`src/bpu_params.svh`:
```
`ifndef BPU_PARAMS_SVH
`define BPU_PARAMS_SVH

// Pattern history table index width (64 counters)
`define BPU_PHT_BITS 6

// Global history is as wide as the table index so the two can be XORed
`define BPU_GHR_BITS `BPU_PHT_BITS

// Return address stack
`define BPU_RAS_DEPTH 8
`define BPU_RAS_PTR_BITS 3

// Saturating misprediction counter
`define BPU_MISS_CNT_BITS 16

`endif

```
`src/bpu_pkg.sv`:
```
`include "bpu_params.svh"

package bpu_pkg;

   typedef enum logic [1:0] {
      TGT_NONE   = 2'd0,
      TGT_CALL   = 2'd1,
      TGT_RETURN = 2'd2,
      TGT_IMM    = 2'd3
   } target_type_e;

   // Bit 0 selects signed compare
   // Bits 3..1 mask the r1 > r0, r1 == r0 and r1 < r0 results
   typedef enum logic [3:0] {
      CMP_NEVER  = 4'b0000,
      CMP_LTU    = 4'b0010,
      CMP_LT     = 4'b0011,
      CMP_EQ     = 4'b0100,
      CMP_NE     = 4'b1010,
      CMP_GEU    = 4'b1100,
      CMP_GE     = 4'b1101,
      CMP_ALWAYS = 4'b1110
   } cmp_op_e;

   typedef struct packed {
      logic                         taken;
      logic [31:0]                  predict_pc;
      logic                         dir_type;     // Predicted conditional
      target_type_e                 target_type;
      logic [`BPU_GHR_BITS-1:0]     history;      // GHR at lookup
      logic [`BPU_RAS_PTR_BITS-1:0] ras_ptr;      // Before any push
   } bpu_predict_t;

   typedef struct packed {
      logic                         miss;
      logic [31:0]                  pc;
      logic                         true_taken;
      logic [31:0]                  true_target;
      logic [`BPU_GHR_BITS-1:0]     history;
      logic                         miss_dir_type;
      logic                         true_dir;
      logic                         miss_target_type;
      target_type_e                 true_target_type;
      logic [`BPU_RAS_PTR_BITS-1:0] ras_ptr;
   } bpu_correct_t;

endpackage

```
`src/jmp_req_if.sv`:
```
// One predicted branch on its way from the predictor to resolution
interface jmp_req_if;

   logic                  valid;
   logic [31:0]           pc;
   logic [31:0]           target;
   bpu_pkg::target_type_e target_type;
   bpu_pkg::cmp_op_e      cmp_type;
   logic [31:0]           r0;
   logic [31:0]           r1;
   bpu_pkg::bpu_predict_t predict;

   modport source (
      output valid,
      output pc,
      output target,
      output target_type,
      output cmp_type,
      output r0,
      output r1,
      output predict
   );

   modport sink (
      input valid,
      input pc,
      input target,
      input target_type,
      input cmp_type,
      input r0,
      input r1,
      input predict
   );

endinterface
```
`src/bpu_predictor.sv`:
```
`include "bpu_params.svh"

module bpu_predictor (
   input  logic                  clk,
   input  logic                  reset_i,
   input  logic                  issue_valid_i,
   input  logic [31:0]           pc_i,
   input  logic [31:0]           target_i,
   input  bpu_pkg::target_type_e target_type_i,
   input  bpu_pkg::cmp_op_e      cmp_type_i,
   input  logic [31:0]           r0_i,
   input  logic [31:0]           r1_i,
   input  logic                  upd_valid_i,
   input  bpu_pkg::bpu_correct_t upd_i,
   jmp_req_if.source             req
);

   localparam int unsigned PHT_ENTRIES = 1 << `BPU_PHT_BITS;

   logic [1:0]                   pht_q [PHT_ENTRIES];
   logic [`BPU_GHR_BITS-1:0]     ghr_q;
   logic [31:0]                  ras_q [`BPU_RAS_DEPTH];
   logic [`BPU_RAS_PTR_BITS-1:0] ras_ptr_q;
   logic [`BPU_RAS_PTR_BITS-1:0] ras_top;
   logic [`BPU_RAS_PTR_BITS-1:0] restore_ptr;
   logic [`BPU_PHT_BITS-1:0]     rd_idx;
   logic [`BPU_PHT_BITS-1:0]     wr_idx;
   logic [1:0]                   wr_cnt;
   logic                         is_call;
   logic                         is_return;
   logic                         force_taken;
   logic                         is_cond;
   bpu_pkg::bpu_predict_t        predict;

   assign is_call   = issue_valid_i && target_type_i == bpu_pkg::TGT_CALL;
   assign is_return = issue_valid_i && target_type_i == bpu_pkg::TGT_RETURN;
   assign ras_top   = ras_ptr_q - 1'b1;

   // Gshare lookup
   assign rd_idx = pc_i[2 +: `BPU_PHT_BITS] ^ ghr_q;
   assign wr_idx = upd_i.pc[2 +: `BPU_PHT_BITS] ^ upd_i.history;

   assign force_taken = target_type_i == bpu_pkg::TGT_CALL ||
                        target_type_i == bpu_pkg::TGT_RETURN ||
                        cmp_type_i == bpu_pkg::CMP_ALWAYS;
   assign is_cond = (|cmp_type_i[3:1]) && !(&cmp_type_i[3:1]);

   always_comb begin
      predict.taken       = force_taken || pht_q[rd_idx][1];
      predict.predict_pc  = (target_type_i == bpu_pkg::TGT_RETURN) ? ras_q[ras_top] : target_i;
      predict.dir_type    = is_cond;
      predict.target_type = target_type_i;
      predict.history     = ghr_q;
      predict.ras_ptr     = ras_ptr_q;
   end

   always_ff @(posedge clk) begin
      if (reset_i) begin
         req.valid <= 1'b0;
      end else begin
         req.valid <= issue_valid_i;
      end
   end

   always_ff @(posedge clk) begin
      req.pc          <= pc_i;
      req.target      <= target_i;
      req.target_type <= target_type_i;
      req.cmp_type    <= cmp_type_i;
      req.r0          <= r0_i;
      req.r1          <= r1_i;
      req.predict     <= predict;
   end

   // Saturating 2-bit counter step
   always_comb begin
      wr_cnt = pht_q[wr_idx];
      if (upd_i.true_taken && wr_cnt != 2'b11) begin
         wr_cnt = wr_cnt + 2'd1;
      end else if (!upd_i.true_taken && wr_cnt != 2'b00) begin
         wr_cnt = wr_cnt - 2'd1;
      end
   end

   always_ff @(posedge clk) begin
      if (reset_i) begin
         for (int i = 0; i < PHT_ENTRIES; i++) begin
            pht_q[i] <= 2'b01; // Weakly not taken
         end
      end else if (upd_valid_i) begin
         pht_q[wr_idx] <= wr_cnt;
      end
   end

   always_ff @(posedge clk) begin
      if (reset_i) begin
         ghr_q <= '0;
      end else if (upd_valid_i) begin
         if (upd_i.miss) begin
            ghr_q <= {upd_i.history[`BPU_GHR_BITS-2:0], upd_i.true_taken};
         end else begin
            ghr_q <= {ghr_q[`BPU_GHR_BITS-2:0], upd_i.true_taken};
         end
      end
   end

   // Pointer after the missed branch's own push or pop
   always_comb begin
      case (upd_i.true_target_type)
         bpu_pkg::TGT_CALL:   restore_ptr = upd_i.ras_ptr + 1'b1;
         bpu_pkg::TGT_RETURN: restore_ptr = upd_i.ras_ptr - 1'b1;
         default:             restore_ptr = upd_i.ras_ptr;
      endcase
   end

   always_ff @(posedge clk) begin
      if (reset_i) begin
         ras_ptr_q <= '0;
      end else if (upd_valid_i && upd_i.miss) begin
         ras_ptr_q <= restore_ptr; // Redirect wins over a wrong-path issue
      end else if (is_call) begin
         ras_ptr_q <= ras_ptr_q + 1'b1;
      end else if (is_return) begin
         ras_ptr_q <= ras_top;
      end
   end

   always_ff @(posedge clk) begin
      if (is_call) begin
         ras_q[ras_ptr_q] <= pc_i + 32'd4;
      end
   end

   // Record comes back from bpu_update two cycles after issue
   a_upd_pc_known: assert property (@(posedge clk) disable iff (reset_i)
      upd_valid_i |-> !$isunknown(upd_i.pc));

endmodule

```
`src/bpu_update.sv`:
```
`include "bpu_params.svh"

module bpu_update (
   input  logic                          clk,
   input  logic                          reset_i,
   input  logic                          res_valid_i,
   input  bpu_pkg::bpu_correct_t         correct_i,
   output logic                          upd_valid_o,
   output bpu_pkg::bpu_correct_t         upd_o,
   output logic                          flush_o,
   output logic [31:0]                   redirect_pc_o,
   output logic                          taken_o,
   output logic [`BPU_MISS_CNT_BITS-1:0] miss_count_o
);

   logic [31:0] next_pc;
   logic        count_en;

   // Fall through when resolved not taken
   assign next_pc  = correct_i.true_taken ? correct_i.true_target : correct_i.pc + 32'd4;
   assign count_en = res_valid_i && correct_i.miss && !(&miss_count_o);

   always_ff @(posedge clk) begin
      if (reset_i) begin
         upd_valid_o  <= 1'b0;
         flush_o      <= 1'b0;
         miss_count_o <= '0;
      end else begin
         upd_valid_o <= res_valid_i;
         flush_o     <= res_valid_i && correct_i.miss;
         if (count_en) begin
            miss_count_o <= miss_count_o + 1'b1;
         end
      end
   end

   always_ff @(posedge clk) begin
      if (res_valid_i) begin
         upd_o         <= correct_i;
         redirect_pc_o <= next_pc;
      end
   end

   assign taken_o = upd_o.true_taken;

   // Flush always carries a known redirect
   a_flush_pc_known: assert property (@(posedge clk) disable iff (reset_i)
      flush_o |-> !$isunknown(redirect_pc_o));

endmodule

```
`src/branch_unit_top.sv`:
```
`include "bpu_params.svh"

module branch_unit_top (
   input  logic                          clk,
   input  logic                          reset_i,
   input  logic                          issue_valid_i,
   input  logic [31:0]                   pc_i,
   input  logic [31:0]                   target_i,
   input  bpu_pkg::target_type_e         target_type_i,
   input  bpu_pkg::cmp_op_e              cmp_type_i,
   input  logic [31:0]                   r0_i,
   input  logic [31:0]                   r1_i,
   output logic                          flush_o,
   output logic [31:0]                   redirect_pc_o,
   output logic                          taken_o,
   output logic                          resolve_valid_o,
   output logic [`BPU_MISS_CNT_BITS-1:0] miss_count_o
);

   bpu_pkg::bpu_correct_t correct;
   bpu_pkg::bpu_correct_t upd;
   logic                  res_valid;

   jmp_req_if u_jmp_req ();

   bpu_predictor u_bpu_predictor (
      .clk           (clk),
      .reset_i       (reset_i),
      .issue_valid_i (issue_valid_i),
      .pc_i          (pc_i),
      .target_i      (target_i),
      .target_type_i (target_type_i),
      .cmp_type_i    (cmp_type_i),
      .r0_i          (r0_i),
      .r1_i          (r1_i),
      .upd_valid_i   (resolve_valid_o), // Update strobe doubles as resolve valid
      .upd_i         (upd),
      .req           (u_jmp_req.source)
   );

   core_jmp u_core_jmp (
      .clk           (clk),
      .reset_i       (reset_i),
      .req           (u_jmp_req.sink),
      .bpu_correct_o (correct),
      .jmp_o         (res_valid)
   );

   bpu_update u_bpu_update (
      .clk           (clk),
      .reset_i       (reset_i),
      .res_valid_i   (res_valid),
      .correct_i     (correct),
      .upd_valid_o   (resolve_valid_o),
      .upd_o         (upd),
      .flush_o       (flush_o),
      .redirect_pc_o (redirect_pc_o),
      .taken_o       (taken_o),
      .miss_count_o  (miss_count_o)
   );

endmodule

```
`src/core_jmp.sv`:
```
module core_jmp (
   input  logic                  clk,
   input  logic                  reset_i,
   jmp_req_if.sink               req,
   output bpu_pkg::bpu_correct_t bpu_correct_o,
   output logic                  jmp_o
);

   logic [32:0] r0_ext;
   logic [32:0] r1_ext;
   logic [3:1]  cmp_result;
   logic [3:1]  cmp_mask;
   logic        true_taken;
   logic        true_dir;
   logic        dir_ok;
   logic        target_ok;
   logic        predict_miss;

   assign cmp_mask = req.cmp_type[3:1];

   // One extra bit makes a single signed compare serve both modes
   assign r0_ext = {req.cmp_type[0] & req.r0[31], req.r0};
   assign r1_ext = {req.cmp_type[0] & req.r1[31], req.r1};

   assign cmp_result[3] = $signed(r1_ext) > $signed(r0_ext);
   assign cmp_result[2] = r1_ext == r0_ext;
   assign cmp_result[1] = $signed(r1_ext) < $signed(r0_ext);

   assign true_taken = |(cmp_result & cmp_mask);
   assign true_dir   = (|cmp_mask) && !(&cmp_mask); // Neither never nor always

   assign dir_ok    = req.predict.taken == true_taken;
   assign target_ok = req.predict.predict_pc == req.target;

   always_comb begin
      predict_miss = 1'b0;
      if (req.valid && (true_taken || req.predict.taken)) begin
         if (!dir_ok) begin
            predict_miss = 1'b1;
         end else begin
            predict_miss = !target_ok; // Both taken
         end
      end
   end

   assign jmp_o = req.valid;

   always_comb begin
      bpu_correct_o.miss             = predict_miss;
      bpu_correct_o.pc               = req.pc;
      bpu_correct_o.true_taken       = true_taken;
      bpu_correct_o.true_target      = req.target;
      bpu_correct_o.history          = req.predict.history;
      bpu_correct_o.miss_dir_type    = req.predict.dir_type != true_dir;
      bpu_correct_o.true_dir         = true_dir;
      bpu_correct_o.miss_target_type = req.predict.target_type != req.target_type;
      bpu_correct_o.true_target_type = req.target_type;
      bpu_correct_o.ras_ptr          = req.predict.ras_ptr;
   end

   // Resolved branch carries a known compare code and prediction
   a_resolve_known: assert property (@(posedge clk) disable iff (reset_i)
      jmp_o |-> !$isunknown({req.cmp_type, req.target_type, req.predict.taken}));

   // Decoder must issue returns with an always-taken compare
   a_return_taken: assert property (@(posedge clk) disable iff (reset_i)
      (req.valid && req.target_type == bpu_pkg::TGT_RETURN) |-> true_taken);

endmodule

```
`config.mk`:
```
export PLATFORM = sky130hd
export DESIGN_NAME = branch_unit_top
export DESIGN_NICKNAME = d
export VERILOG_FILES = /design/src/bpu_pkg.sv /design/src/jmp_req_if.sv /design/src/bpu_predictor.sv /design/src/bpu_update.sv /design/src/branch_unit_top.sv /design/src/core_jmp.sv
export VERILOG_INCLUDE_DIRS = /design/src /design/src/src
export SDC_FILE = /design/constraint.sdc
export NUM_CORES = 1
export LEC_CHECK = 0
export BUFFER_PORTS_ARGS = -buffer_cell sky130_fd_sc_hd__clkbuf_2
export CORE_MARGIN = 2
export CORE_UTILIZATION = 35
export DETAILED_ROUTE_END_ITERATION = 8
export SLEW_MARGIN = 20
export SYNTH_ARGS = -nofsm -noshare
export SYNTH_HDL_FRONTEND = slang
export SYNTH_HIERARCHICAL = 1
export SYNTH_SLANG_ARGS = --single-unit
```
`constraint.sdc`:
```
create_clock -name clk -period 4 [get_ports clk]
set_input_delay 0.6 -clock clk [delete_from_list [all_inputs] [get_ports clk]]
set_output_delay 0.6 -clock clk [all_outputs]
set_load 0.005 [all_outputs]
```
# After elaboration in Yosys (flattened, before gate mapping)
# Memory sizes are Yosys's and may differ from the RTL's.
# Index checks and enable logic that the tools add are counted.
# totals
register_bits,257
latchBits,0
ramBits,384
rom_bits,0
in_bits,137
output_inout_bits,51
elab_cells,91
memories,2
# classes
addsub,9
mul,0
div_mod_pow,0
magnitude_cmp,2
n_eq_ne,9
shifts,0
mux,21
bitwise,5
n_reduce_logical,20
# mem_list
memory,depth,width,read_ports,rd_ports_with_merged_regs,write_ports,line,rtl
u_bpu_predictor.ras_q,8,32,1,0,1,bpu_predictor.sv:22,logic [31:0] ras_q [`BPU_RAS_DEPTH];
u_bpu_predictor.pht_q,64,2,2,0,64,bpu_predictor.sv:20,logic [1:0] pht_q [PHT_ENTRIES];
# op_table
operator,count
$add 32x3->32 const B,2
$mux 32,2
$eq 33x33->1,1
$gt 33x33->1,1
$lt 33x33->1,1
$eq 32x32->1,1
$add 16x1->16 const B,1
$reduce_and 16->1,1
$mux 6,2
$xor 6x6->6,2
$mux 1,10
$mux 3,3
$logic_and 1x1->1,8
$add 3x1->3 const B,2
$mux 2,3
$pmux 3 s2,1
$sub 3x1->3 const B,2
$eq 2x1->1 const B,2
$eq 2x2->1 const B,2
$eq 4x4->1 const B,1
$logic_or 1x1->1,4
$and 3x3->3,1
$logic_not 1->1,3
$reduce_bool 3->1,1
other kinds (8),9

# Logic depth before layout (Yosys ltp)
# Gate-level depths: netlist of the first run.
# logic_depth
ltp_word,9
depth_mapped,18
depth_no_buf,17

# Cells and area by module
# The synthesis of the first run kept the hierarchy.
# by_module_without_submodules
module,n_inst,cells_each,area_per_inst_um2,seq_area_each_um2
bpu_predictor,1,1435,22036.1,15274.6
bpu_update,1,364,5128.7,3723.6
core_jmp,1,256,1896.8,0.0

# Worst setup path before layout of the first run
# OpenSTA, ideal clock, no wires.
# synth_timing
path_type,input port to flip-flop
start,input target_type_i[1]
end,memory u_bpu_predictor.ras_q[2][0] (enable)
arrival_time_ns,3.237
required_ns,3.539
path_slack_ns,0.303
path_stages,4
path_cell_list,inv_1 ha_1 nand3_1 nor3_1
# synth_between
elab_chain_len,4
# synth_lines
element,line,rtl
"start, declared",branch_unit_top.sv:9,"input bpu_pkg::target_type_e target_type_i,"
$eq 2x1->1,bpu_predictor.sv:35,assign is_call = issue_valid_i && target_type_i == bpu_pkg::TGT_CALL;
$logic_and 1x1->1,bpu_predictor.sv:35,
$mux 1,bpu_predictor.sv:129,if (is_call) begin
$mux 1 (not written as such),bpu_predictor.sv:130,ras_q[ras_ptr_q] <= pc_i + 32'd4;
"end, declared",bpu_predictor.sv:22,
# Every way passes these cells.

==> results_dict.tcl, run 1 <==
set metrics [dict create \
    outcome "finished clean" \
    initial_core_util_pct 35.2 \
    fmaxAchievable_ghz 0.255 \
    pin_count 188 \
    cts_hold_buf 0 \
    vias 17100 \
    hold_violations 0 \
    cts_made_buffers 70 \
    clockPowerShare_pct 41.7 \
    firstDrtPassIters 6 \
    fin_crit_sh_pct 97.9 \
    clkSinkCount 639 \
    stdcell_count 3262 \
    via_per_inst 5.25 \
    switchingPower_w 0.00405 \
    p_per_area_mw_per_mm2 510 \
    post-place-cells 3128 \
    clockBufferDepth 3 \
    cp_common_cell "buf_4" \
    synth_area_mm2 0.0271 \
    drtIter0Drc 1394 \
    cap_violations 0 \
    synth_fp_nets 2163 \
    power.share.sequential_pct 45.8 \
    min_path_cells 1 \
    die-area_mm2 0.0798 \
    power_frac_comb_pct 12.5 \
    cp_num_buf_inv 4 \
    irDropWorstVdd_uv 290 \
    reg2reg_slack_ps 80 \
    htree_levels 3 \
    cp_top_family "compound AO/OA/AOI/OAI gates" \
    clk_latency_ps 620 \
    worst_clock_skew_ps 28.5 \
    layout_commonest_cell "edfxtp_1" \
    worstPathCellList "xnor2_4, buf_12, buf_4, mux2_2, a221oi_1, o22a_1, o21ai_0, nor4_2, inv_1, ha_1, nor2b_1, o32a_2, buf_4, nor4_1" \
    p_int_w 0.0122 \
    utilization_pct 41.4 \
    ys.warnings.count 6 \
    crit_path_start "u_bpu_update/upd_o[8]" \
    total_power_w 0.0163 \
    area_growth_pct 17.5 \
    fillers 7187 \
    rsz0062_at_grt "yes" \
    crit_path_start_kind "flip-flop" \
    root_buffer "clkbuf_16" \
    cp.arrival_ps 4330 \
    fp.coreArea_mm2 0.0771 \
    slew_viol_final 0 \
    required_ps 4420 \
    antenna_found_initial 8 \
    io_buffers 187 \
    hp-start "r0_i[13]" \
    wirelength_um 72300 \
    period_needed_ps 3920 \
    cp_slowest_cell "edfxtp_1" \
    multi_input_area_mm2 0.00894 \
    drc 0 \
    critPathCaptureType "flip-flop" \
    grt_max_degree 69 \
    hpwl_um 48500 \
    setup_viol 0 \
    slowest_delay_ps 470 \
    hold_path.class "input port to flip-flop" \
    rows 102 \
    r2r_start "u_bpu_update/upd_o[8]" \
    cts_tree "done" \
    netSwitchingFraction_pct 24.9 \
    r2r_cells 14 \
    grt_util_all_layers_pct 17.9 \
    drt.antenna.violating_nets 0 \
    path_clk_slew_ps 60 \
    syn_area_per_cell_um2 13.7 \
    final-seq-area_mm2 0.0172 \
    crit_path_max_fanout 13 \
    layout-drive-gt1-share_pct 26.5 \
    die_h_um 282 \
    place_congestion 0.893 \
    chipWidth_um 282 \
    wire_per_inst_um 22.2 \
    grt_pass1_vias 17100 \
    reg2reg_to "u_bpu_predictor/pht_q[38][1]" \
    p_leak_nw 11.4 \
    grt_overflow 0 \
    hold_end "u_bpu_predictor/req.r0[13]" \
    grt_pass1_wl_um 106000 \
    worstSetupPathType "flip-flop to flip-flop" \
    netlist_instances 1982 \
    slew_headroom_pct 39.9 \
    final_cell_mix "edfxtp_1 (435), dfxtp_1 (202), clkbuf_2 (187)" \
    finalNetCount 2345 \
    worst_pin_slew_ps 895 \
]
## metal layers
layer  up-vias  track usage [%]  part of all wire [%]  wire length, um
li1       7679                -                     -                -
met4         6             6.02                   2.9             2080
met3       153             3.46                   7.2             5210
met1      8604             23.7                    42            30600
met2       690             29.3                    48            34400
met5         -                0                 0.059               43
## flip-flops by register name, summed over array words and instances, names as in the netlist, 16 cells and up
signal                       cells
u_bpu_update/redirect_pc_o      32
u_bpu_predictor/req.target      32
u_bpu_update/miss_count_o       16
u_bpu_predictor/ras_q          256
u_bpu_predictor/req.pc          32
u_bpu_predictor/req.r0          32
u_bpu_predictor/req.r1          32
u_bpu_predictor/pht_q          128
u_bpu_update/upd_o              18
u_bpu_predictor/req.predict     44
## power groups by stage
stage,clock network [W],registers [W],logic (W)
floorplan,0,0.00751,0.00134
global placement,0,0.00758,0.00198
detailed placement,0,0.00759,0.00200
CTS,0.00694,0.00745,0.00202
global route,0.00718,0.00747,0.00218
finish,0.00679,0.00745,0.00204
## worst max path at each step
stage / to / cells past startpoint / slack, ps
floorplan: u_bpu_predictor/ras_q[2][0] / 4 / 300
global placement: u_bpu_update/miss_count_o[15] / 17 / -7
detailed placement: u_bpu_update/miss_count_o[9] / 17 / -130
CTS: u_bpu_update/miss_count_o[9] / 17 / 30
global route: u_bpu_update/miss_count_o[0] / 16 / -10
finish: u_bpu_predictor/pht_q[38][1] / 14 / 80
## repair_timing
action                                  4_1_cts  5_1_grt
endpoints found under the setup margin       31      128
pin swaps                                     1        9
gates resized for setup                       3       19
setup buffers                                 0        4
## area by class of cell
cell class                 instances  share of cell area [%]
antenna                            1                 0.00784
inverter                          50                   0.588
multi-input combinational       1116                    28.0
sequential                       639                    53.8
clock inverter                    36                    1.53
timing repair buffer             287                    5.82
clock buffer                      93                    6.21
tap                             1040                    4.08
## through the flow
step | setup TNS [ps] | worst slack (ps) | hold slack [ps] | area [um^2]
finish | 0 | 82.8 | 94.5 | 31900
global route | -33.0 | -12.8 | 71.0 | 31900
CTS | 0 | 30.4 | 58.9 | 31800
detailed placement | -1030 | -128 | 386 | 29300
global placement | -19.3 | -6.86 | 385 | 29300
floorplan | 0 | 303 | 329 | 27100
No activity file was read; power rests on OpenSTA's default activity.
==> run 2: changes to the inputs <==
--- a/config.mk
+++ b/config.mk
@@ -6,6 +6,7 @@
 export SDC_FILE = /design/constraint.sdc
 export NUM_CORES = 1
 export LEC_CHECK = 0
+export ABC_AREA = 1
 export BUFFER_PORTS_ARGS = -buffer_cell sky130_fd_sc_hd__clkbuf_2
 export CORE_MARGIN = 2
 export CORE_UTILIZATION = 35
==> results_dict.tcl, run 2 <==
set metrics [dict create \
    multi_input_area_mm2 0.00929 \
    hp-start "r0_i[8]" \
    r2r_cells 29 \
    layout-drive-gt1-share_pct 15.9 \
    layout_commonest_cell "nand2_1" \
    path_clk_slew_ps 60 \
    io_buffers 187 \
    cts_tree "done" \
    r2r_start "u_bpu_predictor/req.r0[19]" \
    wirelength_um 79800 \
    cap_violations 0 \
    worst_pin_slew_ps 1040 \
    area_growth_pct 14.7 \
    wire_per_inst_um 19.1 \
    slowest_delay_ps 330 \
    hpwl_um 54300 \
    required_ps 4500 \
    cp.arrival_ps 4120 \
    root_buffer "clkbuf_16" \
    drc 0 \
    antenna_found_initial 11 \
    chipWidth_um 290 \
    outcome "finished clean" \
    vias 20700 \
    worst_clock_skew_ps 38.6 \
    initial_core_util_pct 35.4 \
    synth_area_mm2 0.0286 \
    clkSinkCount 639 \
    die-area_mm2 0.0841 \
    worst_slack_ps 382 \
    cts_made_buffers 71 \
    place_congestion 0.895 \
    grt_overflow 0 \
    cp_slowest_cell "nor3_2" \
    fillers 7750 \
    final_cell_mix "nand2_1 (569), edfxtp_1 (435), nor2_1 (386)" \
    critPathCaptureType "flip-flop" \
    grt_util_all_layers_pct 18.6 \
    synth_fp_nets 3104 \
    drtIter0Drc 1796 \
    slew_headroom_pct 30.6 \
    via_per_inst 4.96 \
    worstSetupPathType "flip-flop to flip-flop" \
    crit_path_max_fanout 3 \
    rows 104 \
    crit_path_start_kind "flip-flop" \
    slew_viol_final 0 \
    htree_levels 3 \
    finalNetCount 3234 \
    stdcell_count 4175 \
    setup_viol 0 \
    largest_reg_flops 256 \
    min_path_cells 1 \
    ys.warnings.count 6 \
    utilization_pct 40.6 \
    reg2reg_to "u_bpu_update/miss_count_o[14]" \
    final-seq-area_mm2 0.0172 \
    firstDrtPassIters 6 \
    netlist_instances 2923 \
    grt_pass1_vias 19700 \
    period_needed_ps 3620 \
    top_regs "u_bpu_predictor/ras_q: 256 flops, u_bpu_predictor/pht_q: 128 flops, u_bpu_predictor/req.predict: 44 flops" \
    fin_crit_sh_pct 90.5 \
    hold_end "u_bpu_predictor/req.r0[8]" \
    crit_path_start "u_bpu_predictor/req.r0[19]" \
    fp.coreArea_mm2 0.0808 \
    cp_common_cell "nand2_1" \
    p_per_area_mw_per_mm2 479 \
    reg2reg_slack_ps 380 \
    clockBufferDepth 3 \
    pin_count 188 \
    p_leak_nw 12.7 \
    top_register "u_bpu_predictor/ras_q" \
    pre_cts_slack_ps 147 \
    fmaxAchievable_ghz 0.276 \
    grt_max_degree 133 \
    grt_pass1_wl_um 120000 \
    drt.antenna.violating_nets 0 \
    irDropWorstVdd_uv 345 \
    syn_area_per_cell_um2 9.80 \
    die_h_um 290 \
    post-place-cells 4039 \
    hold_path.class "input port to flip-flop" \
    hold_violations 0 \
    clk_latency_ps 630 \
    total_power_w 0.0157 \
]
==> run 2: timing repair <==
action / CTS / global route
setup buffers: 0 / 1
hold buffers: 0 / 0
gates resized for setup: 0 / 9
setup endpoints to repair: 0 / 14
==> run 2: where the power goes <==
group          total [W]  switching, W  internal, W
registers        0.00741      0.000114      0.00729
clock network    0.00646       0.00278      0.00368
logic            0.00186       0.00128     0.000581
==> run 2: stage by stage <==
step           cell area (um^2)  setup TNS (ps)  hold WS, ps
2_1_floorplan             28600               0          360
3_3_place_gp              30400               0          379
3_5_place_dp              30400               0          384
4_1_cts                   32800               0         31.6
5_1_grt                   32800           -2.28         43.2
6_report                  32800               0         74.3
==> run 2: layout make-up <==
class / count / area share [%]
inverters: 304 / 3.47
clock inverters: 26 / 1.06
well taps: 1060 / 4.04
diodes: 6 / 0.0457
multi-input cells: 1788 / 28.3
clock buffers: 103 / 6.09
flip-flops and latches: 639 / 52.2
repair buffers: 249 / 4.77
==> run 2: worst max-delay path by stage <==
stage	end
2_1_floorplan	u_bpu_update/miss_count_o[12]
3_3_place_gp	u_bpu_update/miss_count_o[12]
3_5_place_dp	u_bpu_update/miss_count_o[8]
4_1_cts	u_bpu_update/miss_count_o[8]
5_1_grt	u_bpu_update/miss_count_o[12]
6_report	u_bpu_update/miss_count_o[14]
==> run 2: worst max-delay path: cells and delay by family (launching register included) <==
family | cells | cell delay [ps]
fa+ha+maj | 2 | 560
flops | 1 | 320
buf+inv | 2 | 100
simple gates | 23 | 2380
compound gates | 2 | 160
==> run 2: layer usage <==
metal | part of all wire, % | global-route usage (%)
met1 | 45 | 25.6
met2 | 46 | 29.2
met3 | 7.1 | 3.84
met4 | 2.5 | 6.28
met5 | 0.066 | 0
